==> config.mk <==
export PLATFORM = sky130hd
export DESIGN_NAME = reg_file
export DESIGN_NICKNAME = d
export VERILOG_FILES = /design/src/include/cpu_params.svh /design/src/source/reg_file.sv
export SDC_FILE = /design/constraint.sdc
export NUM_CORES = 2
export LEC_CHECK = 0
export BUFFER_PORTS_ARGS = -buffer_cell sky130_fd_sc_hd__buf_2
export CAP_MARGIN = 20
export CORE_MARGIN = 2
export CORE_UTILIZATION = 35
export DETAILED_ROUTE_END_ITERATION = 10
export GPL_TIMING_DRIVEN = 0
export PLACE_DENSITY = 0.55
export SLEW_MARGIN = 20
export SYNTH_ARGS = -nofsm -noshare
export SYNTH_HDL_FRONTEND = slang
export SYNTH_SLANG_ARGS = --single-unit
==> constraint.sdc <==
create_clock -name clk -period 3.7 [get_ports clk]
set_clock_uncertainty 0.2 [all_clocks]
set_input_delay 0.74 -clock clk [delete_from_list [all_inputs] [get_ports clk]]
set_output_delay 0.74 -clock clk [all_outputs]
set_load 0.02 [all_outputs]
==> src/include/cpu_params.svh <==
`ifndef CPU_PARAMS_SVH
`define CPU_PARAMS_SVH

// Instruction memory depth is 2**IM_ADDR_BITS words
`define IM_ADDR_BITS 8

// Data memory depth is 2**DM_ADDR_BITS words
`define DM_ADDR_BITS 8

`define RESET_PC 32'h0000_0000

`endif

==> src/source/reg_file.sv <==
`timescale 1ns/1ps

module reg_file (
	input logic clk,
	input logic rst,
	input logic [4:0] ra1,
	input logic [4:0] ra2,
	input logic we,
	input logic [4:0] wa,
	input logic [31:0] wd,
	output logic [31:0] rd1,
	output logic [31:0] rd2
);

	logic [31:0] regs [0:31];

	always_ff @(posedge clk) begin
		if (rst) begin
			for (int i = 0; i < 32; i++) begin
				regs[i] <= 32'h0000_0000;
			end
		end else if (we && wa != 5'd0) begin
			regs[wa] <= wd; // $0 ignores writes
		end
	end

	assign rd1 = (ra1 == 5'd0) ? 32'h0000_0000 : regs[ra1];
	assign rd2 = (ra2 == 5'd0) ? 32'h0000_0000 : regs[ra2];

endmodule
### Word level (Yosys, flattened, before mapping)

Memory sizes are Yosys's and may differ from the RTL's.
Cells that the tools add are included.

| storage, ports and cells | value |
|---|---|
| register bits after elaboration | 0 |
| memory bits (writable) | 1024 |
| input bits | 50 |
| output and inout bits | 64 |
| logic and storage cells | 16 |
| memories kept | 1 |

Memories:

| name | words | bits a word | rd ports | clocked after Yosys merged registers in | write ports | RTL line | source |
|---|---|---|---|---|---|---|---|
| regs | 32 | 32 | 2 | 0 | 32 | reg_file.sv:15 | `logic [31:0] regs [0:31];` |

| cells by class | value |
|---|---|
| multiplexer cells | 10 |
| reductions and logical operators | 5 |

Operator list:

| operator | count |
|---|---|
| $mux W32 | 3 |
| $reduce_or A32 Y1 | 1 |
| $logic_not A5 Y1 | 2 |
| $mux W1 | 6 |
| $mux W5 | 1 |
| $reduce_bool A5 Y1 | 1 |
| $logic_and A1 B1 Y1 | 1 |

### Logic depth before layout (Yosys ltp)

| logic depth | value |
|---|---|
| depth after elaboration | 7 |
| depth in mapped cells | 9 |

### Worst setup path before layout

No wires, ideal clock.

| timing path | value |
|---|---|
| path kind | input -> output |
| start | in ra2[0] |
| end | out rd2[30] |
| data arrival time | 2.731 ns |
| slack | 0.029 ns |
| cell stages on the path | 6 |
| buffers on the path | 3 |
| path through | buf_2 -> buf_6 -> buf_4 -> mux4_2 -> mux2i_1 -> a2111oi_0 |

| between the ends | value |
|---|---|
| cells in the longest elaborated chain, start to end | 2 |
| elaborated cells between the ends (all ways) | 3 |
| those cells by class | mux (1); reduce/logical (1); memory (1) |

Ends and longest elaborated chain:

| element | RTL line | source |
|---|---|---|
| start: declaration | reg_file.sv:7 | `input logic [4:0] ra2,` |
| $mem_v2 Z32 W32 / $logic_not A5 Y1 (equally long branches) | - |  |
| $mux W32 (*) | reg_file.sv:28 | `assign rd2 = (ra2 == 5'd0) ? 32'h0000_0000 : regs[ra2];` |
| end: declaration | reg_file.sv:12 | `output logic [31:0] rd2` |

Mark *: on every way between the ends. The rest lies on a longest branch, timed or not.

### Final worst setup path

| timing path | value |
|---|---|
| start | in ra2[0] |
| end | out rd2[13] |

Same word-level chain as after synthesis.

==> metrics.txt <==
layout cell share with drive strength beyond 1=32.6%; initial cell density of the core=between 30% and 40%; core area=154000 sq um; number of synthesized register bits=just over 1k; WL final=between 200000 and 250000 microns; Slew Viols, Final=0; Largest regs=regs x1024; max_slew headroom=around an eighth; fill cell count=13.7k; clk sink count=about 1.0k; violated checks=negative setup slack; io pins=114; worst-path cell chain=buf_12 -> buf_12 -> buf_16 -> buf_16 -> mux4_2 -> a2111oi_4 -> nor3_4 -> buf_6; Tot GR Track Use=between 20% and 30%; CP required=2.76 ns; Via Count=roughly 37k; Final Hold Fails=0; Switching Fraction=about 27%; Setup crit start kind=input port; Clk pin slew, worst setup/hold paths=approximately 0.060 ns; CP max FO=7; Worst setup EP type=output pin; max FFs per register=1024; FP Rows=around 140; post-synth top area cell=edfxtp_1; Detail Route Antenna Nets=0; Final nets=between 3k and 4k; Worst VDD drop=roughly 0.36 mV; number of port buffers=between 100 and 150; power per cell area=approximately 450 nW/um^2; CTS tree=yes; placed wire-length estimate=154000 microns; max-cap viol count=0; Iter 0 DRT Violations=around 5.7k; async set-reset flop share out of synthesis=0%; combinational share of power=15.8%; Lkg Pwr=roughly 23 nW; most common cell in the synthesized netlist=edfxtp_1; # DRC=0; Gate Count Post-Synth=~3.5k; initial antenna violation count=11; Worst-Margin Slew=between 1 and 1.5 ns; total global routing overflow=0; RSZ-0062 raised after global routing=yes; fmax=~250 MHz; Net Switching=just over 0.008 W; Area after DPL=roughly 58000 sq um; status=finished, violations left; Syn Area/Cell=15.5 sq um; Clk pwr share=~38%; Synth Cell Area=~54000 sq um; WS Path Type=input port to output pin; largest net degree at the start of global routing=33; H-Tree Depth=3; Final Setup Violations=38; Final Cycle Share=106%; full die area=approximately 160000 sq um; DP Worst Slack=-2.09 ns; Synth cell types=42; fin crit period=between 3 and 4 ns; final instance area=between 60000 and 70000 sq um; hold buffers post-CTS=0; Reg with most FFs=regs; CTS Root Cell=clkbuf_16; main area contributors after synthesis=edfxtp_1 57%, mux4_2 20%, and2_1 11%; Clock Path Buffers=3; hold_ws=between 0.1 and 0.15 ns; First-pass DRT Iterations=6; total CTS buffers=between 100 and 150; area delta synth->final=21.9%; worst hold path class=input port to register; Post-synth EDFFs=just over 1k; critical path arrival=approximately 3.0 ns; final worst slack=-0.234 ns; Cells after DPL=5688; setup TNS=-4.01 ns; Die Width=about 400 microns; internal power=around 0.022 W; number of global-route vias before repair=35.5k; routability cong.=approximately 0.94; first-pass GRT wire length=between 300000 and 400000 microns; Yosys top cell area share=56.7%; slowest cell on the critical path=a2111oi_4; Crit path largest cell delay=0.67 ns; Via density=approximately 6; synth cell count leaders=1024 x edfxtp_1, 995 x and2_1, 472 x mux4_2; final cell count without fillers=between 5k and 6k; sequential area share after synthesis=56.7%; DR WL/cell=between 30 and 40 microns; Reg power frac=between 40% and 50%; die boundary height=398 microns; Top FF cell, synth=edfxtp_1; YS warnings=0
[critical path: cells and delay by family]
kind,cells,cell delay (ns)
buf+inv,5,0.83
simple gates,1,0.18
compound gates,1,0.67
mux,1,0.54
[per-stage QoR]
stage	power [W]	utilization (%)
finish	0.0298	42.9
global route	0.0302	42.9
CTS	0.0294	42.2
detailed placement	0.0178	37.4
global placement	0.0177	37.3
floorplan	0.0160	-
[power groups by stage]
stage | Clock (W) | Combinational (W) | Sequential, W
detailed placement | 0 | 0.00380 | 0.0140
global route | 0.0117 | 0.00476 | 0.0138
CTS | 0.0112 | 0.00442 | 0.0137
finish | 0.0113 | 0.00470 | 0.0138
floorplan | 0 | 0.00219 | 0.0138
global placement | 0 | 0.00376 | 0.0140
[cell usage in the layout, fill, tap and decap left out, types with 19 or more instances in the layout]
cell / instances
clkbuf_1: 214
clkinv_2: 26
edfxtp_1: 1024
nor2_1: 30
mux2i_1: 143
buf_12: 45
a2111oi_4: 46
buf_6: 49
clkinv_1: 35
or2_4: 29
clkbuf_16: 132
nor3_2: 24
buf_2: 77
nor3_4: 22
clkbuf_4: 26
buf_16: 31
buf_4: 89
and2_1: 994
mux4_2: 472
buf_8: 19
mux2_2: 30
clkbuf_8: 20
a22o_1: 39
conb_1: 32
o22ai_1: 48
o22ai_2: 40
[per-layer routing]
layer	global-route usage (%)	vias up	part of all wire, %	wire length, microns
li1	-	14300	-	-
met1	37.5	19100	38	87100
met2	42.4	2660	44	101000
met3	9.76	551	12	28700
met4	14.7	10	6.2	14400
met5	0	-	0.030	69
[path summary, 6_finish.rpt]
| path | cells after the start | to | start | slack (ns) |
|---|---|---|---|---|
| min | 2 | regs[5][24]$_SDFFCE_PN0P_ | wd[24] | 0.12 |
| max | 8 | rd2[13] | ra2[0] | -0.23 |
[kinds of logic after synthesis]
kind of cell    Yosys count  synth area share (%)
flops                  1024                  56.7
buf+inv                 389                  3.35
simple gates           1177                  13.3
mux                     652                  23.0
other cells               1               0.00691
compound gates          259                  3.65
[repair_timing]
item / in CTS / in global routing
gates resized for setup: 688 / 161
pin swaps: 56 / 56
cloned: 6 / 4
setup endpoints to repair: 64 / 54
buffers inserted: 41 / 31
[area by class of cell]
| class | instances | area [sq um] | share of cell area (%) |
|---|---|---|---|
| Buffer | 380 | 3500 | 5.30 |
| Clock buffer | 138 | 3050 | 4.61 |
| Clock inverter | 75 | 527 | 0.797 |
| Multi-Input combinational cell | 2120 | 23900 | 36.2 |
| Inverter | 2 | 7.51 | 0.0114 |
| Antenna cell | 6 | 15.0 | 0.0227 |
| Timing Repair Buffer | 194 | 1780 | 2.69 |
| Sequential cell | 1024 | 30700 | 46.5 |
| Tap cell | 2044 | 2560 | 3.87 |
(Power assumes the default switching activity.)
