===== config.mk =====
export PLATFORM = sky130hd
export DESIGN_NAME = exec_unit_flat
export DESIGN_NICKNAME = d
export VERILOG_FILES = /design/src/include/cpu_params.svh /design/src/source/ctrl_pkg.sv /design/src/source/isa_pkg.sv /design/src/source/ctrl_if.sv /design/src/source/exec_unit.sv /design/src/flat_wrapper.sv
export SDC_FILE = /design/constraint.sdc
export NUM_CORES = 1
export LEC_CHECK = 0
export BUFFER_PORTS_ARGS = -buffer_cell sky130_fd_sc_hd__buf_2
export CORE_AREA = 2 2 94 87
export DETAILED_ROUTE_END_ITERATION = 10
export DIE_AREA = 0 0 96 89
export PLACE_DENSITY_LB_ADDON = 0.25
export SLEW_MARGIN = 10
export SYNTH_ARGS = -nofsm -noshare
export SYNTH_HDL_FRONTEND = slang
export SYNTH_SLANG_ARGS = --single-unit

===== constraint.sdc =====
create_clock -name vclk -period 11.9
set_input_delay 1.19 -clock vclk [all_inputs]
set_output_delay 1.19 -clock vclk [all_outputs]
set_load 0.005 [all_outputs]

===== src/include/cpu_params.svh =====
`ifndef CPU_PARAMS_SVH
`define CPU_PARAMS_SVH

// Instruction memory depth is 2**IM_ADDR_BITS words
`define IM_ADDR_BITS 8

// Data memory depth is 2**DM_ADDR_BITS words
`define DM_ADDR_BITS 8

`define RESET_PC 32'h0000_0000

`endif


===== src/source/ctrl_pkg.sv =====
package ctrl_pkg;

	typedef enum logic [1:0] {
		ALU_ADD,
		ALU_SUB,
		ALU_OR
	} alu_op_t;

	typedef enum logic [1:0] {
		EXT_UNSIGNED, // Zero extend
		EXT_SIGNED,
		EXT_PAD // Imm to upper half
	} ext_mode_t;

	typedef enum logic {
		NPC_SEQUENTIAL,
		NPC_BRANCH_EQUAL
	} npc_mode_t;

	typedef enum logic {
		WB_ALU_RESULT,
		WB_MEM_DATA
	} wb_src_t;

	typedef enum logic {
		DST_RD,
		DST_RT
	} dst_sel_t;

endpackage


===== src/source/isa_pkg.sv =====
package isa_pkg;

	typedef logic [5:0] op_t;
	typedef logic [5:0] funct_t;

	localparam op_t OP_RTYPE = 6'h00;
	localparam op_t OP_LUI = 6'h0f;
	localparam op_t OP_ORI = 6'h0d;
	localparam op_t OP_LW = 6'h23;
	localparam op_t OP_SW = 6'h2b;
	localparam op_t OP_BEQ = 6'h04;

	localparam funct_t FUNCT_ADDU = 6'h21;
	localparam funct_t FUNCT_SUBU = 6'h23;

	typedef struct packed {
		op_t op;
		logic [4:0] rs;
		logic [4:0] rt;
		logic [4:0] rd;
		logic [4:0] shamt;
		funct_t funct;
	} r_fields_t;

	typedef struct packed {
		op_t op;
		logic [4:0] rs;
		logic [4:0] rt;
		logic [15:0] imm;
	} i_fields_t;

	// One word, two views of its low bits
	typedef union packed {
		r_fields_t r_fields;
		i_fields_t i_fields;
	} instr_t;

	typedef enum logic [3:0] {
		INSTR_ADDU,
		INSTR_SUBU,
		INSTR_LUI,
		INSTR_ORI,
		INSTR_LW,
		INSTR_SW,
		INSTR_BEQ,
		INSTR_NOP,
		INSTR_UNKNOWN
	} instr_kind_t;

endpackage


===== src/source/ctrl_if.sv =====
`timescale 1ns/1ps

interface ctrl_if;
	import ctrl_pkg::*;

	alu_op_t alu_op;
	ext_mode_t ext_mode;
	logic alu_src_imm; // Operand b from immediate
	npc_mode_t npc_mode;
	logic rf_we;
	logic dm_we;
	wb_src_t wb_src;
	dst_sel_t dst_sel;

	modport decoder (
		output alu_op, ext_mode, alu_src_imm, npc_mode,
		output rf_we, dm_we, wb_src, dst_sel
	);

	modport fetch (input npc_mode);

	modport exec (input alu_op, ext_mode, alu_src_imm);

	modport wb (input rf_we, dm_we, wb_src, dst_sel);

endinterface


===== src/source/exec_unit.sv =====
`timescale 1ns/1ps

module exec_unit (
	input isa_pkg::instr_t instr,
	input logic [31:0] rs_val,
	input logic [31:0] rt_val,
	ctrl_if.exec ctl,
	output logic [31:0] result,
	output logic rs_equal
);
	import ctrl_pkg::*;

	logic [31:0] imm_ext;
	logic [31:0] operand_b;

	always_comb begin
		case (ctl.ext_mode)
			EXT_SIGNED: imm_ext = {{16{instr.i_fields.imm[15]}}, instr.i_fields.imm};
			EXT_PAD: imm_ext = {instr.i_fields.imm, 16'h0000};
			default: imm_ext = {16'h0000, instr.i_fields.imm};
		endcase
	end

	assign operand_b = ctl.alu_src_imm ? imm_ext : rt_val;

	always_comb begin
		case (ctl.alu_op)
			ALU_ADD: result = rs_val + operand_b; // Wraps, no trap
			ALU_SUB: result = rs_val - operand_b;
			default: result = rs_val | operand_b;
		endcase
	end

	// Branch compare on raw register values
	assign rs_equal = (rs_val == rt_val);

endmodule


===== src/flat_wrapper.sv =====
// flat-port wrapper written by rule: the top's interface ports become plain ports
module exec_unit_flat import ctrl_pkg::*;
  (instr, rs_val, rt_val, result, rs_equal, ctl_alu_op, ctl_ext_mode, ctl_alu_src_imm);
  ctrl_if ctl_i ();
  input isa_pkg::instr_t instr;
  input logic [31:0] rs_val;
  input logic [31:0] rt_val;
  output logic [31:0] result;
  output logic rs_equal;
  input wire logic [$bits(ctl_i.alu_op)-1:0] ctl_alu_op;
  input wire logic [$bits(ctl_i.ext_mode)-1:0] ctl_ext_mode;
  input wire logic [$bits(ctl_i.alu_src_imm)-1:0] ctl_alu_src_imm;
  assign ctl_i.alu_op = ctl_alu_op;
  assign ctl_i.ext_mode = ctl_ext_mode;
  assign ctl_i.alu_src_imm = ctl_alu_src_imm;
  exec_unit u_core (.instr(instr), .rs_val(rs_val), .rt_val(rt_val), .ctl(ctl_i), .result(result), .rs_equal(rs_equal));
endmodule

# Yosys cells after proc, flatten, opt, wreduce, memory -nomap -nowiden
# Index checks and enable logic that the tools add are counted.
dict set report classes {
  add_sub_neg 2
  mul 0
  n_div 0
  magnitude_cmp 0
  eq_ne 4
  shifts 0
  n_mux 3
  bitwise 1
  n_reduce_logical 1
}
# operator n
set ops {}
lappend ops {{one-hot mux 32 bit (2 select lines)} 2}
lappend ops {{adder 32 bit} 1}
lappend ops {{equality test 32 bit} 1}
lappend ops {{2-to-1 mux 32 bit} 1}
lappend ops {{OR 32 bit} 1}
lappend ops {{subtractor 32 bit} 1}
lappend ops {{equality test 2 x 1 -> 1 bit, second input constant} 2}
lappend ops {{equality test 2 bit, second input constant} 1}
lappend ops {{zero test 2 bit} 1}
dict set report word_totals {
  ff_bits 0
  latchBits 0
  ram_bits 0
  rom_bits 0
  inputBits 101
  output_inout_bits 33
  n_memories 0
}

# Depth between registers and ports, before layout
dict set report logic_depth {
  ltp_word 5
  depth_mapped 22
}

# Worst setup path before layout
# OpenSTA, ideal clock, no wires.
dict set report synth_path {
  path_type {input to output}
  from {input ctl_ext_mode[0]}
  to {output result[31]}
  arrival_ns 5.735
  required_ns 10.710
  setup_slack_ns 4.975
  stages 21
  path_buffers 1
  path_cell_list {inv_1 ha_1 buf_6 o211a_1 nor2_1 ha_1 and4_1 and2_4 nand4_2 or2_1 or4_4 o31ai_1 xor2_1 ha_1 and2_1 a221oi_1 a21boi_0 or4_1 and3_1 o21a_1 a211oi_1}
}
dict set report synth_via {
  elab_chain_cells 5
}
# element line
set synth_rtl {}
lappend synth_rtl {{from (decl)} flat_wrapper.sv:11} ;# input wire logic [$bits(ctl_i.ext_mode)-1:0] ctl_ext_mode;
lappend synth_rtl {{equality test 2 bit or equality test 2 x 1 -> 1 bit (tied branches)} exec_unit.sv:17} ;# case (ctl.ext_mode)
lappend synth_rtl {{one-hot mux 32 bit (2 select lines) *} exec_unit.sv:17}
lappend synth_rtl {{2-to-1 mux 32 bit *} exec_unit.sv:24} ;# assign operand_b = ctl.alu_src_imm ? imm_ext : rt_val;
lappend synth_rtl {{subtractor 32 bit (tied with other cells)} exec_unit.sv:29} ;# ALU_SUB: result = rs_val - operand_b;
lappend synth_rtl {{one-hot mux 32 bit (2 select lines) *} exec_unit.sv:27} ;# case (ctl.alu_op)
lappend synth_rtl {{to (decl)} flat_wrapper.sv:8} ;# output logic [31:0] result;
# Mark *: on every way between the ends. The rest lies on a longest branch, timed or not.

# Worst setup path after layout
# Same ends and word-level chain as after synthesis.

==> impl_metrics.py <==
metrics = {
    "min_path": {
        "hold_start": "rs_val[5]",
        "hold_class": "in2out",
    },
    "worst_setup_path": {
        "cp_data_required_time_ns": 10.71,
        "path_class": "in2out",
        "path_cells": "buf_2 > inv_1 > ha_1 > or2_1 > a31oi_1 > and4_4 > and2_4 > nand4_2 > or2_1 > or4_4 > o31ai_1 > xor2_1 > ha_1 > and2_1 > a221oi_1 > nor4b_1 > or4_1 > a21oi_1 > o41ai_1 > a211oi_1 > buf_2",
        "cp_max_fo": 13,
        "critPathLaunchType": "input pin",
        "arrival_ns": 6.81,
        "slowest_stage": "nor4b_1",
        "critPathLaunch": "ctl_ext_mode[0]",
        "cp-end-kind": "primary output",
        "cp_slowest_stage_delay_ns": 0.59,
    },
    "synth": {
        "synth_area_leader_cell": "xor2_1",
        "synthDistinctLibCells": 69,
        "synth.top_cells.by_area": "xor2_1, ha_1, o21ai_0, a21oi_1, xnor2_1",
        "ys_warn_count": 0,
        "syn_area_sq_um": 3690,
        "ys_seq_area_share_pct": 0,
        "synth_top_area_share_pct": 14.2,
        "postSynthAreaPerCell_sq_um": 6.75,
        "synthCells": 547,
        "syn_nets": 684,
    },
    "place": {
        "portBuffers": 118,
        "hpwl_um": 10200,
        "gp_congestion": 1.07,
    },
    "timing": {
        "period_share_pct": 67.3,
        "rsz0062_at_grt": "false",
        "setup_viol": 0,
        "finalSetupTns_ns": 0,
        "clock.fmax_ghz": 0.125,
        "slew_headroom_pct": 42.5,
        "drv_slew": 0,
        "finalCriticalPeriod_ns": 8.00,
        "worst_pin_slew_ns": 0.863,
        "hold_violations": 0,
    },
    "die": {
        "die_w_um": 96,
        "std_cell_rows": 30,
        "ios": 134,
        "die_h_um": 89,
        "die_area_sq_um": 8540,
        "initial_utilization_pct": 49.4,
        "core_sq_um": 7470,
    },
    "grt": {
        "use_met3_pct": 2.45,
        "grt_start_max_net_pins": 68,
        "grt-ovfl-total": 0,
        "grt_pass1_vias": 3961,
        "busiest_layer": "met2",
        "grt_usage_pct": 27.9,
        "grt_pass1_wl_um": 19200,
        "grt_use_met2_pct": 45.8,
        "grt_antenna_before_repair": 0,
        "grt.met1_usage_pct": 40.4,
    },
    "routing": {
        "wl_per_cell_um": 16.5,
        "first_pass_iters": 7,
        "ant_nets": 0,
        "vias_per_cell": 6.00,
        "first_iter_violations": 318,
        "drt-total-wl_um": 12200,
        "via_count": 4453,
        "drc_errors": 0,
    },
    "power": {
        "p_sw_w": 0.000171,
        "power.internal_w": 0.000130,
        "power_frac_seq_pct": 0,
        "p_comb_share_pct": 100.0,
        "netSwitchingFraction_pct": 56.7,
        "power_density_nw_per_um2": 69.8,
        "irDropWorstVdd_mv": 0.0363,
        "p_clk_share_pct": 0,
        "p_leak_nw": 2.11,
        "power.total_w": 0.000301,
    },
    "layout": {
        "multi_input_area_sq_um": 3430,
        "nClkBuffers": 0,
        "n_sequential_cell": 0,
        "drive_gt1_share_pct": 21.8,
        "area_growth_pct": 16.8,
        "seq_area_sq_um": 0,
        "nNetsFinal": 785,
        "antenna_cells": 0,
        "nFillCells": 780,
    },
    "status": {
        "status": "finished clean",
    },
    "clocking": {
        "ctsResizeCount": 0,
        "cts_hold_buf": 0,
        "post-cts-setup-buffers": 0,
    },
    "flow_run": {
        "cap_viol_max_count": 0,
    },
}
[placed cells by master, fill, tap and decap left out, drive strengths merged, types with 3 or more instances in the layout]
cell type and n:
nand3 9, ha 35, xor2 60, o21a 7
nor3 8, o211ai 4, o22ai 16, o21ai 66
nor2b 14, nand2 24, xnor2 25, or2 5
buf 120, and2 4, and3 5, nor4 11
and2b 6, and4 3, o31ai 6, inv 41
or4 7, a22oi 3, a211oi 3, nand4 5
o211a 10, nand2b 3, a21oi 49, nor2 38
o41ai 3, a21o 8, a31oi 19
[power groups by stage]
| stage | Combinational [W] | Clock [W] | Sequential (W) |
|---|---|---|---|
| 4_1_cts | 0.000297 | 0 | 0 |
| 6_report | 0.000301 | 0 | 0 |
| 3_3_place_gp | 0.000291 | 0 | 0 |
| 5_1_grt | 0.000335 | 0 | 0 |
| 3_5_place_dp | 0.000295 | 0 | 0 |
| 2_1_floorplan | 0.000211 | 0 | 0 |
[cell families after synthesis]
| logic type | count (synthesis) | share of synthesized area, % |
|---|---|---|
| AOI/OAI and AO/OA | 211 | 36.1 |
| and+or+nand+nor | 152 | 24.0 |
| adders and majority gates | 36 | 12.4 |
| muxes | 1 | 0.271 |
| buffers and inverters | 62 | 7.02 |
| xor gates and xnor gates | 85 | 20.2 |
[worst paths after layout]
check	to	depth (start not counted)	slack, ns
setup / recovery	result[31]	21	3.90
hold / removal	result[5]	4	2.74
[critical path, delay by kind of cell]
family / cells / cell delay, ns
compound gates: 6 / 1.57
xor+xnor: 1 / 0.18
fa+ha+maj: 2 / 0.75
buf+inv: 3 / 0.27
simple gates: 9 / 2.83
[layout make-up]
type                       instances  share of cell area [%]
inverter                          41                    3.57
multi-input combinational        485                    79.6
tap                               96                    2.79
timing repair buffer             120                    14.0
[Yosys cell counts, types with 14 or more instances]
| library cell | instances |
|---|---|
| a21oi_1 | 49 |
| a31oi_1 | 17 |
| ha_1 | 35 |
| inv_1 | 41 |
| nand2_1 | 24 |
| nor2_1 | 38 |
| nor2b_1 | 14 |
| o21ai_0 | 65 |
| o22ai_1 | 16 |
| xnor2_1 | 25 |
| xor2_1 | 60 |
[stage by stage]
step | hold slack, ns | area (sq um) | worst slack, ns | util, % | instances
floorplan | 2.49 | 3690 | 4.98 | - | 547
global placement | 2.73 | 4310 | 4.04 | 57.7 | 742
detailed placement | 2.74 | 4310 | 4.01 | 57.7 | 742
CTS | 2.74 | 4310 | 3.99 | 57.7 | 742
global route | 2.76 | 4310 | 3.55 | 57.7 | 742
finish | 2.74 | 4310 | 3.90 | 57.7 | 742
[metal layers]
layer,vias up,wire [um]
li1,2219,-
met1,2015,5590
met2,205,5470
met3,14,1020
met4,0,168
met5,-,0
Note: power is estimated with default switching activity, not from simulation.
