## src/include/cpu_params.svh

```systemverilog
`ifndef CPU_PARAMS_SVH
`define CPU_PARAMS_SVH

// Instruction memory depth is 2**IM_ADDR_BITS words
`define IM_ADDR_BITS 8

// Data memory depth is 2**DM_ADDR_BITS words
`define DM_ADDR_BITS 8

`define RESET_PC 32'h0000_0000

`endif

```

## src/source/ctrl_pkg.sv

```systemverilog
package ctrl_pkg;

	typedef enum logic [1:0] {
		ALU_ADD,
		ALU_SUB,
		ALU_OR
	} alu_op_t;

	typedef enum logic [1:0] {
		EXT_UNSIGNED, // Zero extend
		EXT_SIGNED,
		EXT_PAD // Imm to upper half
	} ext_mode_t;

	typedef enum logic {
		NPC_SEQUENTIAL,
		NPC_BRANCH_EQUAL
	} npc_mode_t;

	typedef enum logic {
		WB_ALU_RESULT,
		WB_MEM_DATA
	} wb_src_t;

	typedef enum logic {
		DST_RD,
		DST_RT
	} dst_sel_t;

endpackage

```

## src/source/isa_pkg.sv

```systemverilog
package isa_pkg;

	typedef logic [5:0] op_t;
	typedef logic [5:0] funct_t;

	localparam op_t OP_RTYPE = 6'h00;
	localparam op_t OP_LUI = 6'h0f;
	localparam op_t OP_ORI = 6'h0d;
	localparam op_t OP_LW = 6'h23;
	localparam op_t OP_SW = 6'h2b;
	localparam op_t OP_BEQ = 6'h04;

	localparam funct_t FUNCT_ADDU = 6'h21;
	localparam funct_t FUNCT_SUBU = 6'h23;

	typedef struct packed {
		op_t op;
		logic [4:0] rs;
		logic [4:0] rt;
		logic [4:0] rd;
		logic [4:0] shamt;
		funct_t funct;
	} r_fields_t;

	typedef struct packed {
		op_t op;
		logic [4:0] rs;
		logic [4:0] rt;
		logic [15:0] imm;
	} i_fields_t;

	// One word, two views of its low bits
	typedef union packed {
		r_fields_t r_fields;
		i_fields_t i_fields;
	} instr_t;

	typedef enum logic [3:0] {
		INSTR_ADDU,
		INSTR_SUBU,
		INSTR_LUI,
		INSTR_ORI,
		INSTR_LW,
		INSTR_SW,
		INSTR_BEQ,
		INSTR_NOP,
		INSTR_UNKNOWN
	} instr_kind_t;

endpackage

```

## src/source/ctrl_if.sv

```systemverilog
`timescale 1ns/1ps

interface ctrl_if;
	import ctrl_pkg::*;

	alu_op_t alu_op;
	ext_mode_t ext_mode;
	logic alu_src_imm; // Operand b from immediate
	npc_mode_t npc_mode;
	logic rf_we;
	logic dm_we;
	wb_src_t wb_src;
	dst_sel_t dst_sel;

	modport decoder (
		output alu_op, ext_mode, alu_src_imm, npc_mode,
		output rf_we, dm_we, wb_src, dst_sel
	);

	modport fetch (input npc_mode);

	modport exec (input alu_op, ext_mode, alu_src_imm);

	modport wb (input rf_we, dm_we, wb_src, dst_sel);

endinterface

```

## src/source/control.sv

```systemverilog
`timescale 1ns/1ps

module control (
	input isa_pkg::instr_t instr,
	ctrl_if.decoder ctl
);
	import isa_pkg::*;
	import ctrl_pkg::*;

	instr_kind_t kind;

	always_comb begin
		kind = INSTR_UNKNOWN;
		if (instr == 32'h0000_0000) begin
			kind = INSTR_NOP;
		end else begin
			case (instr.r_fields.op)
				OP_RTYPE: begin
					if (instr.r_fields.funct == FUNCT_ADDU)
						kind = INSTR_ADDU;
					else if (instr.r_fields.funct == FUNCT_SUBU)
						kind = INSTR_SUBU;
				end
				OP_LUI: kind = INSTR_LUI;
				OP_ORI: kind = INSTR_ORI;
				OP_LW: kind = INSTR_LW;
				OP_SW: kind = INSTR_SW;
				OP_BEQ: kind = INSTR_BEQ;
				default: kind = INSTR_UNKNOWN;
			endcase
		end
	end

	always_comb begin
		// Safe defaults, also used for nop and unknown words
		ctl.alu_op = ALU_OR;
		ctl.ext_mode = EXT_UNSIGNED;
		ctl.alu_src_imm = 1'b0;
		ctl.npc_mode = NPC_SEQUENTIAL;
		ctl.rf_we = 1'b0;
		ctl.dm_we = 1'b0;
		ctl.wb_src = WB_ALU_RESULT;
		ctl.dst_sel = DST_RT;

		case (kind)
			INSTR_ADDU, INSTR_SUBU: begin
				ctl.alu_op = (kind == INSTR_ADDU) ? ALU_ADD : ALU_SUB;
				ctl.rf_we = 1'b1;
				ctl.dst_sel = DST_RD;
			end
			INSTR_LUI, INSTR_ORI: begin
				ctl.ext_mode = (kind == INSTR_LUI) ? EXT_PAD : EXT_UNSIGNED;
				ctl.alu_src_imm = 1'b1;
				ctl.rf_we = 1'b1; // lui ORs with $0
			end
			INSTR_LW: begin
				ctl.alu_op = ALU_ADD;
				ctl.ext_mode = EXT_SIGNED;
				ctl.alu_src_imm = 1'b1;
				ctl.rf_we = 1'b1;
				ctl.wb_src = WB_MEM_DATA;
			end
			INSTR_SW: begin
				ctl.alu_op = ALU_ADD;
				ctl.ext_mode = EXT_SIGNED;
				ctl.alu_src_imm = 1'b1;
				ctl.dm_we = 1'b1;
			end
			INSTR_BEQ: ctl.npc_mode = NPC_BRANCH_EQUAL;
			default: ;
		endcase
	end

endmodule

```

## src/flat_wrapper.sv

```systemverilog
// flat-port wrapper written by rule: the top's interface ports become plain ports
module control_flat import isa_pkg::*; import ctrl_pkg::*;
  (instr, ctl_alu_op, ctl_ext_mode, ctl_alu_src_imm, ctl_npc_mode, ctl_rf_we, ctl_dm_we, ctl_wb_src, ctl_dst_sel);
  ctrl_if ctl_i ();
  input isa_pkg::instr_t instr;
  output wire logic [$bits(ctl_i.alu_op)-1:0] ctl_alu_op;
  output wire logic [$bits(ctl_i.ext_mode)-1:0] ctl_ext_mode;
  output wire logic [$bits(ctl_i.alu_src_imm)-1:0] ctl_alu_src_imm;
  output wire logic [$bits(ctl_i.npc_mode)-1:0] ctl_npc_mode;
  output wire logic [$bits(ctl_i.rf_we)-1:0] ctl_rf_we;
  output wire logic [$bits(ctl_i.dm_we)-1:0] ctl_dm_we;
  output wire logic [$bits(ctl_i.wb_src)-1:0] ctl_wb_src;
  output wire logic [$bits(ctl_i.dst_sel)-1:0] ctl_dst_sel;
  assign ctl_alu_op = ctl_i.alu_op;
  assign ctl_ext_mode = ctl_i.ext_mode;
  assign ctl_alu_src_imm = ctl_i.alu_src_imm;
  assign ctl_npc_mode = ctl_i.npc_mode;
  assign ctl_rf_we = ctl_i.rf_we;
  assign ctl_dm_we = ctl_i.dm_we;
  assign ctl_wb_src = ctl_i.wb_src;
  assign ctl_dst_sel = ctl_i.dst_sel;
  control u_core (.instr(instr), .ctl(ctl_i));
endmodule
```

## config.mk

```make
export PLATFORM = sky130hd
export DESIGN_NAME = control_flat
export DESIGN_NICKNAME = d
export VERILOG_FILES = /design/src/include/cpu_params.svh /design/src/source/ctrl_pkg.sv /design/src/source/isa_pkg.sv /design/src/source/ctrl_if.sv /design/src/source/control.sv /design/src/flat_wrapper.sv
export SDC_FILE = /design/constraint.sdc
export NUM_CORES = 1
export LEC_CHECK = 0
export ABC_CLOCK_PERIOD_IN_PS = 1200
export CELL_PAD_IN_SITES_DETAIL_PLACEMENT = 2
export CELL_PAD_IN_SITES_GLOBAL_PLACEMENT = 2
export CORE_AREA = 2 2 39 41
export DETAILED_ROUTE_END_ITERATION = 8
export DIE_AREA = 0 0 41 43
export DONT_BUFFER_PORTS = 1
export PLACE_DENSITY_LB_ADDON = 0.1
export SLEW_MARGIN = 5
export SYNTH_ARGS = -nofsm -noshare
export SYNTH_HDL_FRONTEND = slang
export SYNTH_SLANG_ARGS = --single-unit
```

## constraint.sdc

```tcl
create_clock -name vclk -period 1.2
set_clock_uncertainty 0.05 [all_clocks]
set_input_delay 0.06 -clock vclk [all_inputs]
set_output_delay 0.06 -clock vclk [all_outputs]
set_load 0.05 [all_outputs]
```

After elaboration in Yosys (flattened, before gate mapping):

Index checks and enable logic that the tools add are counted.

* logic and storage cells: 35
* register bits: 0

* mux-type cells: 14
* equal/unequal tests: 13
* reductions and logical operators: 8

Operators with widths (count)
* $logic_not 32->1: 1
* $eq 6x6->1 const B: 4
* $pmux 4 s6: 1
* $eq 4x3->1 const B: 3
* $eq 6x4->1 const B: 2
* $mux 4: 3
* $eq 4x2->1 const B: 2
* $pmux 2 s2: 2
* $mux 1: 7
* $eq 6x3->1 const B: 1
* $logic_not 6->1: 1
* $reduce_or 2->1: 3
* $reduce_or 5->1: 1
* $eq 4x1->1 const B: 1
* $logic_not 4->1: 1
* $reduce_or 4->1: 1
* $mux 2: 1

Logic depth before layout (Yosys ltp):

Gate-level depths: netlist of the first run.

* depth after elaboration: 8
* mapped depth: 4
* depth with buffers taken out: 4

Worst setup path before layout of the first run:

Ideal clock, no wire load.

* path type: input-to-output
* start: input port instr[28] in the netlist's numbering
* end: output port ctl_rf_we
* cell stages on the path: 3
* data required time: 1.090 ns
* arrival time: 1.857 ns
* path buffers: 0
* setup slack: -0.767 ns
* cells stage by stage: nand4b_1 nor3_1 a21o_1

* cells in the longest elaborated chain, start to end: 6
* elaborated cells on any way between the ends: 16
* those cells by class: eq/ne (9); mux (3); reduce/logical (4)

Ends and longest elaborated chain
* start, declared: RTL line flat_wrapper.sv:5 `input isa_pkg::instr_t instr;`
* $eq 6x3->1, or another cell as far along: RTL line control.sv:17 `case (instr.r_fields.op)`
* $pmux 4 s6: RTL line control.sv:17
* $mux 4 (*): RTL line control.sv:14 `if (instr == 32'h0000_0000) begin`
* $eq 4x2->1, or another cell as far along: RTL line control.sv:45 `case (kind)`
* $reduce_or 5->1 (no line) (*)
* $mux 1 (*): RTL line control.sv:45
* end, declared: RTL line flat_wrapper.sv:10 `output wire logic [$bits(ctl_i.rf_we)-1:0] ctl_rf_we;`

Every way passes the cells marked *; elsewhere a longest branch is shown, timed or not.

Final worst setup path of the first run:

* start: input port instr[27] in the netlist's numbering
* end: output port ctl_rf_we

The elaborated chain is that of the path after synthesis.

==> flow_summary_export.csv, run 1 <==
group,metric,value,unit
detailed_routing,drtIter0Drc,0,
power,power.net_switching,53.2,uW
finish,finalNonFillerCells,56,
setup_path,crit_slowest_cell,"or3_4",
logic_synthesis,synth_cell_types,19,
setup_path,end_kind,"primary output",
power,irDropWorstVdd,0.0533,mV
floorplanning,rows,14,
global_routing,grt_pass1_vias,286,
power,power_leakage,0.000147,uW
global_routing,grt_overflow,0,
placement,port-buffer-count,0,
logic_synthesis,synth_cells,27,
global_routing,grt_max_degree,9,
placement,pre_cts_ws,-0.241,ns
finish,seqCellArea,0,um^2
floorplanning,start_util,12.9,%
finish,diodes,0,
floorplanning,die_y,43,um
sta,timing.final.ws_setup,-0.195,ns
logic_synthesis,syn_nets,59,
setup_path,crit_chain,"or3_4 > o221a_1 > a211oi_2 > a21o_1 > buf_12",
sta,max_freq,0.717,GHz
power,seqPwrFrac,0,%
outcome,outcome,"finished with violations",
floorplanning,die_w,41,um
placement,hpwlAfterDp,750,um
power,p_int,43.0,uW
sta,setup_violations,4,
logic_synthesis,synth_warnings,0,
floorplanning,coreArea,1380,um^2
detailed_routing,route.detailed.drc,0,
placement,place_area,334,um^2
logic_synthesis,yosysTopAreaCell,"nand2_1",
logic_synthesis,synth_top_area_share,10.5,%
global_routing,grt_usage,10.1,%
sta,slew_violations,0,
detailed_routing,vias_per_cell,5.00,
placement,dp_cells,54,
hold_path,hp-class,"in2out",
floorplanning,ios,42,
finish,layout-drive-gt1-share,60.0,%
setup_path,cpPeakStageDelay,0.38,ns
detailed_routing,first_pass_iters,1,
setup_path,crit_path_max_fanout,4,
setup_path,startpoint_type,"primary input",
sta,hold_viol_final,0,
logic_synthesis,yosys-top-cells-area,"nand2_1 10%, nor3_1 8.4%, nand3b_1 8.4%",
sta,tightest_slew,0.372,ns
finish,syn2layout_area_growth,105,%
setup_path,critical_path_class,"in2out",
global_routing,antenna_found_initial,0,
sta,tns,-0.580,ns
sta,grt_setup_unrepaired,"yes",
finish,fin_area,367,um^2
detailed_routing,vias,280,
logic_synthesis,synth.avg_cell_area,6.63,um^2
sta,slew_headroom,74.8,%
global_routing,grt_pass1_wl,1250,um
setup_path,cp.required,1.09,ns
finish,layout_common_cells,"11 x buf_4, 4 x nand2_1, 2 x nor3_2, 2 x nand3b_1, 2 x buf_12",
floorplanning,dieArea,1760,um^2
finish,seq_cells,0,
power,clkPwrFrac,0,%
logic_synthesis,syn-cell-area,179,um^2
power,swShare,55.3,%
detailed_routing,postRouteAntennaNets,0,
setup_path,cp.arrival,1.29,ns
power,powerDensity,262,nW/um^2
sta,min_period,1.40,ns
detailed_routing,wire_per_inst,15.3,um
power,share_comb_of_total_power,100.0,%
finish,nets,74,
sta,fin_crit_sh,116,%
placement,gp_congestion,0.682,
logic_synthesis,seq_area_frac_synth,0,%
finish,n_clock_buffer,0,
finish,mostFrequentLayoutCell,"buf_4",
detailed_routing,routed_wl,859,um
finish,postLayoutCoreUtil,26.5,%
flow_run,maxCapViolations,0,
outcome,violations,"setup timing",
[logic make-up after synthesis]
kind of cell,synth area share [%]
AOI/OAI and AO/OA,24.5
and+or+nand+nor,71.3
buffers and inverters,4.19
[worst max-delay path, delay by kind of cell]
kind | cells | cell delay, ns
AOI/OAI and AO/OA | 3 | 0.69
and+or+nand+nor | 1 | 0.38
buffers and inverters | 1 | 0.14
[synthesized netlist by cell type]
| cell | instances |
|---|---|
| nand4b_1 | 1 |
| nor4_1 | 1 |
| o221a_1 | 1 |
| nor3_1 | 3 |
| clkbuf_1 | 1 |
| and3b_1 | 1 |
| a21o_1 | 1 |
| nand3b_1 | 2 |
| or2b_2 | 1 |
| and4_1 | 1 |
| and4_2 | 1 |
| nor2_1 | 2 |
| inv_1 | 1 |
| o21ai_0 | 1 |
| or3_4 | 1 |
| nand2_1 | 5 |
| o21a_1 | 1 |
| nor4b_1 | 1 |
| a211oi_2 | 1 |
[per-stage QoR]
stage,power (uW),hold WS [ns]
after floorplan,60.7,0.175
after global placement,85.8,0.266
after detailed placement,87.3,0.272
after CTS,92.6,0.272
after global routing,101,0.277
final,96.2,0.274
[worst paths after layout]
kind | cells after the start | from | end
worst max-delay path | 5 | instr[27] | ctl_rf_we
worst min-delay path | 2 | instr[30] | ctl_wb_src
[repair_timing]
item | 4_1_cts | 5_1_grt
buffers inserted | 2 | 0
pin swaps | 1 | 1
endpoints found under the setup margin | 4 | 5
cloned | 0 | 0
gates resized for setup | 1 | 2
hold buffers | 0 | 0
[power groups by stage]
stage	Sequential, uW	Combinational, uW	Clock, uW
2_1_floorplan	0	60.7	0
4_1_cts	0	92.6	0
5_1_grt	0	101	0
6_report	0	96.2	0
3_3_place_gp	0	85.8	0
3_5_place_dp	0	87.3	0
[metal layers]
layer,part of all wire [%],routed length [um],GRT usage [%],up-vias
met2,58,495,20.3,15
met5,0,0,0,-
met4,2.2,19,2.00,0
li1,-,-,-,131
met1,30,257,9.81,132
met3,10,86,1.05,2
[layout make-up]
type | instances | area (um^2)
Timing Repair Buffer | 14 | 134
Inverter | 1 | 3.75
Fill cell | 163 | 1020
Multi-Input combinational cell | 25 | 209
Tap cell | 16 | 20.0
(Power assumes the default switching activity.)
==> run 2, diff against run 1 <==
- ABC_AREA: default -> 1
- CELL_PAD_IN_SITES_DETAIL_PLACEMENT: 2 -> 1
- CORE_AREA: 2 2 39 41 -> default
- CORE_UTILIZATION: default -> 22
- DIE_AREA: 0 0 41 43 -> default
==> run 2 against run 1 <==
  * The flow now finishes without violations
  * Flip-flop and latch count is the same
  * Cell count grew 140%
  * Sequential share of layout area is the same
  * First-iteration DRC count grew 4
  * Hold slack lost 0.0035 ns
  * Utilization grew 4.1 points
  * Design area grew 46%
  * Die area grew 16%
  * Worst setup slack gained 0.31 ns
  * Count of clock-buffer cells in the layout is the same
  * Fmax grew 29%
  * Combinational power grew 26%
==> flow_summary_export.csv, run 2 <==
group,metric,value,unit
clock_tree,cts_hold_buffers,0,
logic_synthesis,yosys-top-cells-area,"inv_1 26%, nor2_1 25%, nand2_1 24%",
sta,slew_headroom,71.6,%
clock_tree,cts_setup_buffers,0,
detailed_routing,routed_wl,1120,um
power,irDropWorstVdd,0.0611,mV
placement,place_area,532,um^2
hold_path,holdPathStages,2,
detailed_routing,vias_per_cell,4.32,
hold_path,hold_end,"ctl_ext_mode[1]",
finish,nets,142,
logic_synthesis,synth_warnings,0,
finish,seq_cells,0,
setup_path,cpPeakStageDelay,0.17,ns
detailed_routing,first_pass_iters,2,
floorplanning,coreArea,1750,um^2
placement,gp_congestion,0.766,
hold_path,min_from,"instr[31]",
sta,timing.final.ws_setup,0.114,ns
setup_path,crit_slowest_cell,"nor2_2",
finish,n_clock_buffer,0,
setup_path,critical_path_class,"in2out",
sta,max_freq,0.921,GHz
global_routing,antenna_found_initial,0,
finish,fin_area,534,um^2
global_routing,grt_max_degree,6,
logic_synthesis,synthTopCellsByCount,"28 x inv_1, 27 x nor2_1, 26 x nand2_1",
placement,hpwlAfterDp,1110,um
floorplanning,dieArea,2050,um^2
global_routing,grt_usage,11.2,%
global_routing,grt_pass1_vias,549,
flow_run,maxCapViolations,0,
finish,postLayoutCoreUtil,30.6,%
setup_path,startpoint_type,"primary input",
setup_path,end_kind,"primary output",
floorplanning,rows,15,
detailed_routing,vias,575,
sta,min_period,1.09,ns
logic_synthesis,syn-cell-area,412,um^2
logic_synthesis,syn_nets,133,
detailed_routing,drtIter0Drc,4,
finish,fillers,263,
floorplanning,die_w,45.3,um
outcome,outcome,"finished clean",
setup_path,crit_chain,"nor2_2 > nand3_1 > nand2_1 > nor2_1 > nor2_2 > nand3_1 > nand2_1 > buf_12",
logic_synthesis,synth_top_area_share,25.5,%
finish,seqCellArea,0,um^2
global_routing,grt_pass1_wl,1790,um
detailed_routing,wire_per_inst,8.44,um
finish,diodes,0,
placement,port-buffer-count,0,
logic_synthesis,seq_area_frac_synth,0,%
sta,tightest_slew,0.425,ns
finish,mostFrequentLayoutCell,"inv_1",
finish,layout_common_cells,"28 x inv_1, 26 x nand2_1, 26 x nor2_1, 13 x nand3_1",
sta,fin_crit_sh,90.5,%
power,powerDensity,226,nW/um^2
sta,slew_violations,0,
floorplanning,start_util,23.6,%
global_routing,grt_overflow,0,
logic_synthesis,yosysTopAreaCell,"inv_1",
detailed_routing,route.detailed.drc,0,
floorplanning,die_y,45.3,um
logic_synthesis,yosys.cell_count.top_type,"inv_1",
detailed_routing,postRouteAntennaNets,0,
finish,layout-drive-gt1-share,13.0,%
logic_synthesis,synth_cell_types,8,
sta,setup_violations,0,
clock_tree,cts_resized,0,
floorplanning,ios,42,
power,power_leakage,0.000338,uW
finish,syn2layout_area_growth,29.8,%
sta,hold_viol_final,0,
hold_path,hp-class,"in2out",
setup_path,critical_path_buf_inv_count,1,
sta,grt_setup_unrepaired,"no",
setup_path,crit_family,"simple AND/OR/NAND/NOR gates",
placement,pre_cts_ws,0.0591,ns
setup_path,cp.required,1.09,ns
setup_path,cp.arrival,0.98,ns
logic_synthesis,synth.avg_cell_area,4.08,um^2
setup_path,crit_path_max_fanout,5,
logic_synthesis,synth_cells,101,
-- run 2: area by class of cell --
cell class / instances / area, um^2 / area share (%)
tap: 25 / 31.3 / 5.85
multi-input combinational: 73 / 320 / 60.0
inverter: 28 / 105 / 19.7
timing repair buffer: 7 / 77.6 / 14.5
-- run 2: cells by family (layout without fill, tap and decap cells) --
| family | Yosys count | count (layout) | share of synthesized area (%) |
|---|---|---|---|
| AND/OR/NAND/NOR | 73 | 73 | 74.5 |
| buffers and inverters | 28 | 35 | 25.5 |
-- run 2: how the worst max path moves through the flow --
stage                     to      start  depth (start not counted)  slack, ns
6_report           ctl_rf_we  instr[31]                          8       0.11
5_1_grt            ctl_rf_we  instr[31]                          8      0.006
4_1_cts            ctl_rf_we  instr[27]                          8       0.06
3_5_place_dp       ctl_rf_we  instr[27]                          8       0.06
3_3_place_gp       ctl_rf_we  instr[27]                          8       0.07
2_1_floorplan  ctl_alu_op[0]  instr[27]                          3      -0.17
-- run 2: layer usage --
| metal | track usage, % | vias to the layer above | wire (um) |
|---|---|---|---|
| li1 | - | 307 | - |
| met1 | 11.7 | 245 | 424 |
| met2 | 25.2 | 23 | 619 |
| met3 | 0 | 0 | 78 |
| met4 | 0 | 0 | 0 |
| met5 | 0 | - | 0 |
-- run 2: metrics by stage --
stage / instances / hold WS [ns] / total power (uW) / setup TNS [ns]
6_report: 133 / 0.271 / 121 / 0
2_1_floorplan: 101 / 0.171 / 90.1 / -0.169
3_5_place_dp: 133 / 0.274 / 122 / 0
5_1_grt: 133 / 0.275 / 135 / 0
3_3_place_gp: 133 / 0.265 / 121 / 0
4_1_cts: 133 / 0.274 / 123 / 0
-- run 2: power breakdown --
part | leakage [uW] | switching, uW | internal (uW) | total (uW)
Combinational | 0.000338 | 76.9 | 43.8 | 121
Sequential | 0 | 0 | 0 | 0
Clock | 0 | 0 | 0 | 0
Total | 0.000338 | 76.9 | 43.8 | 121
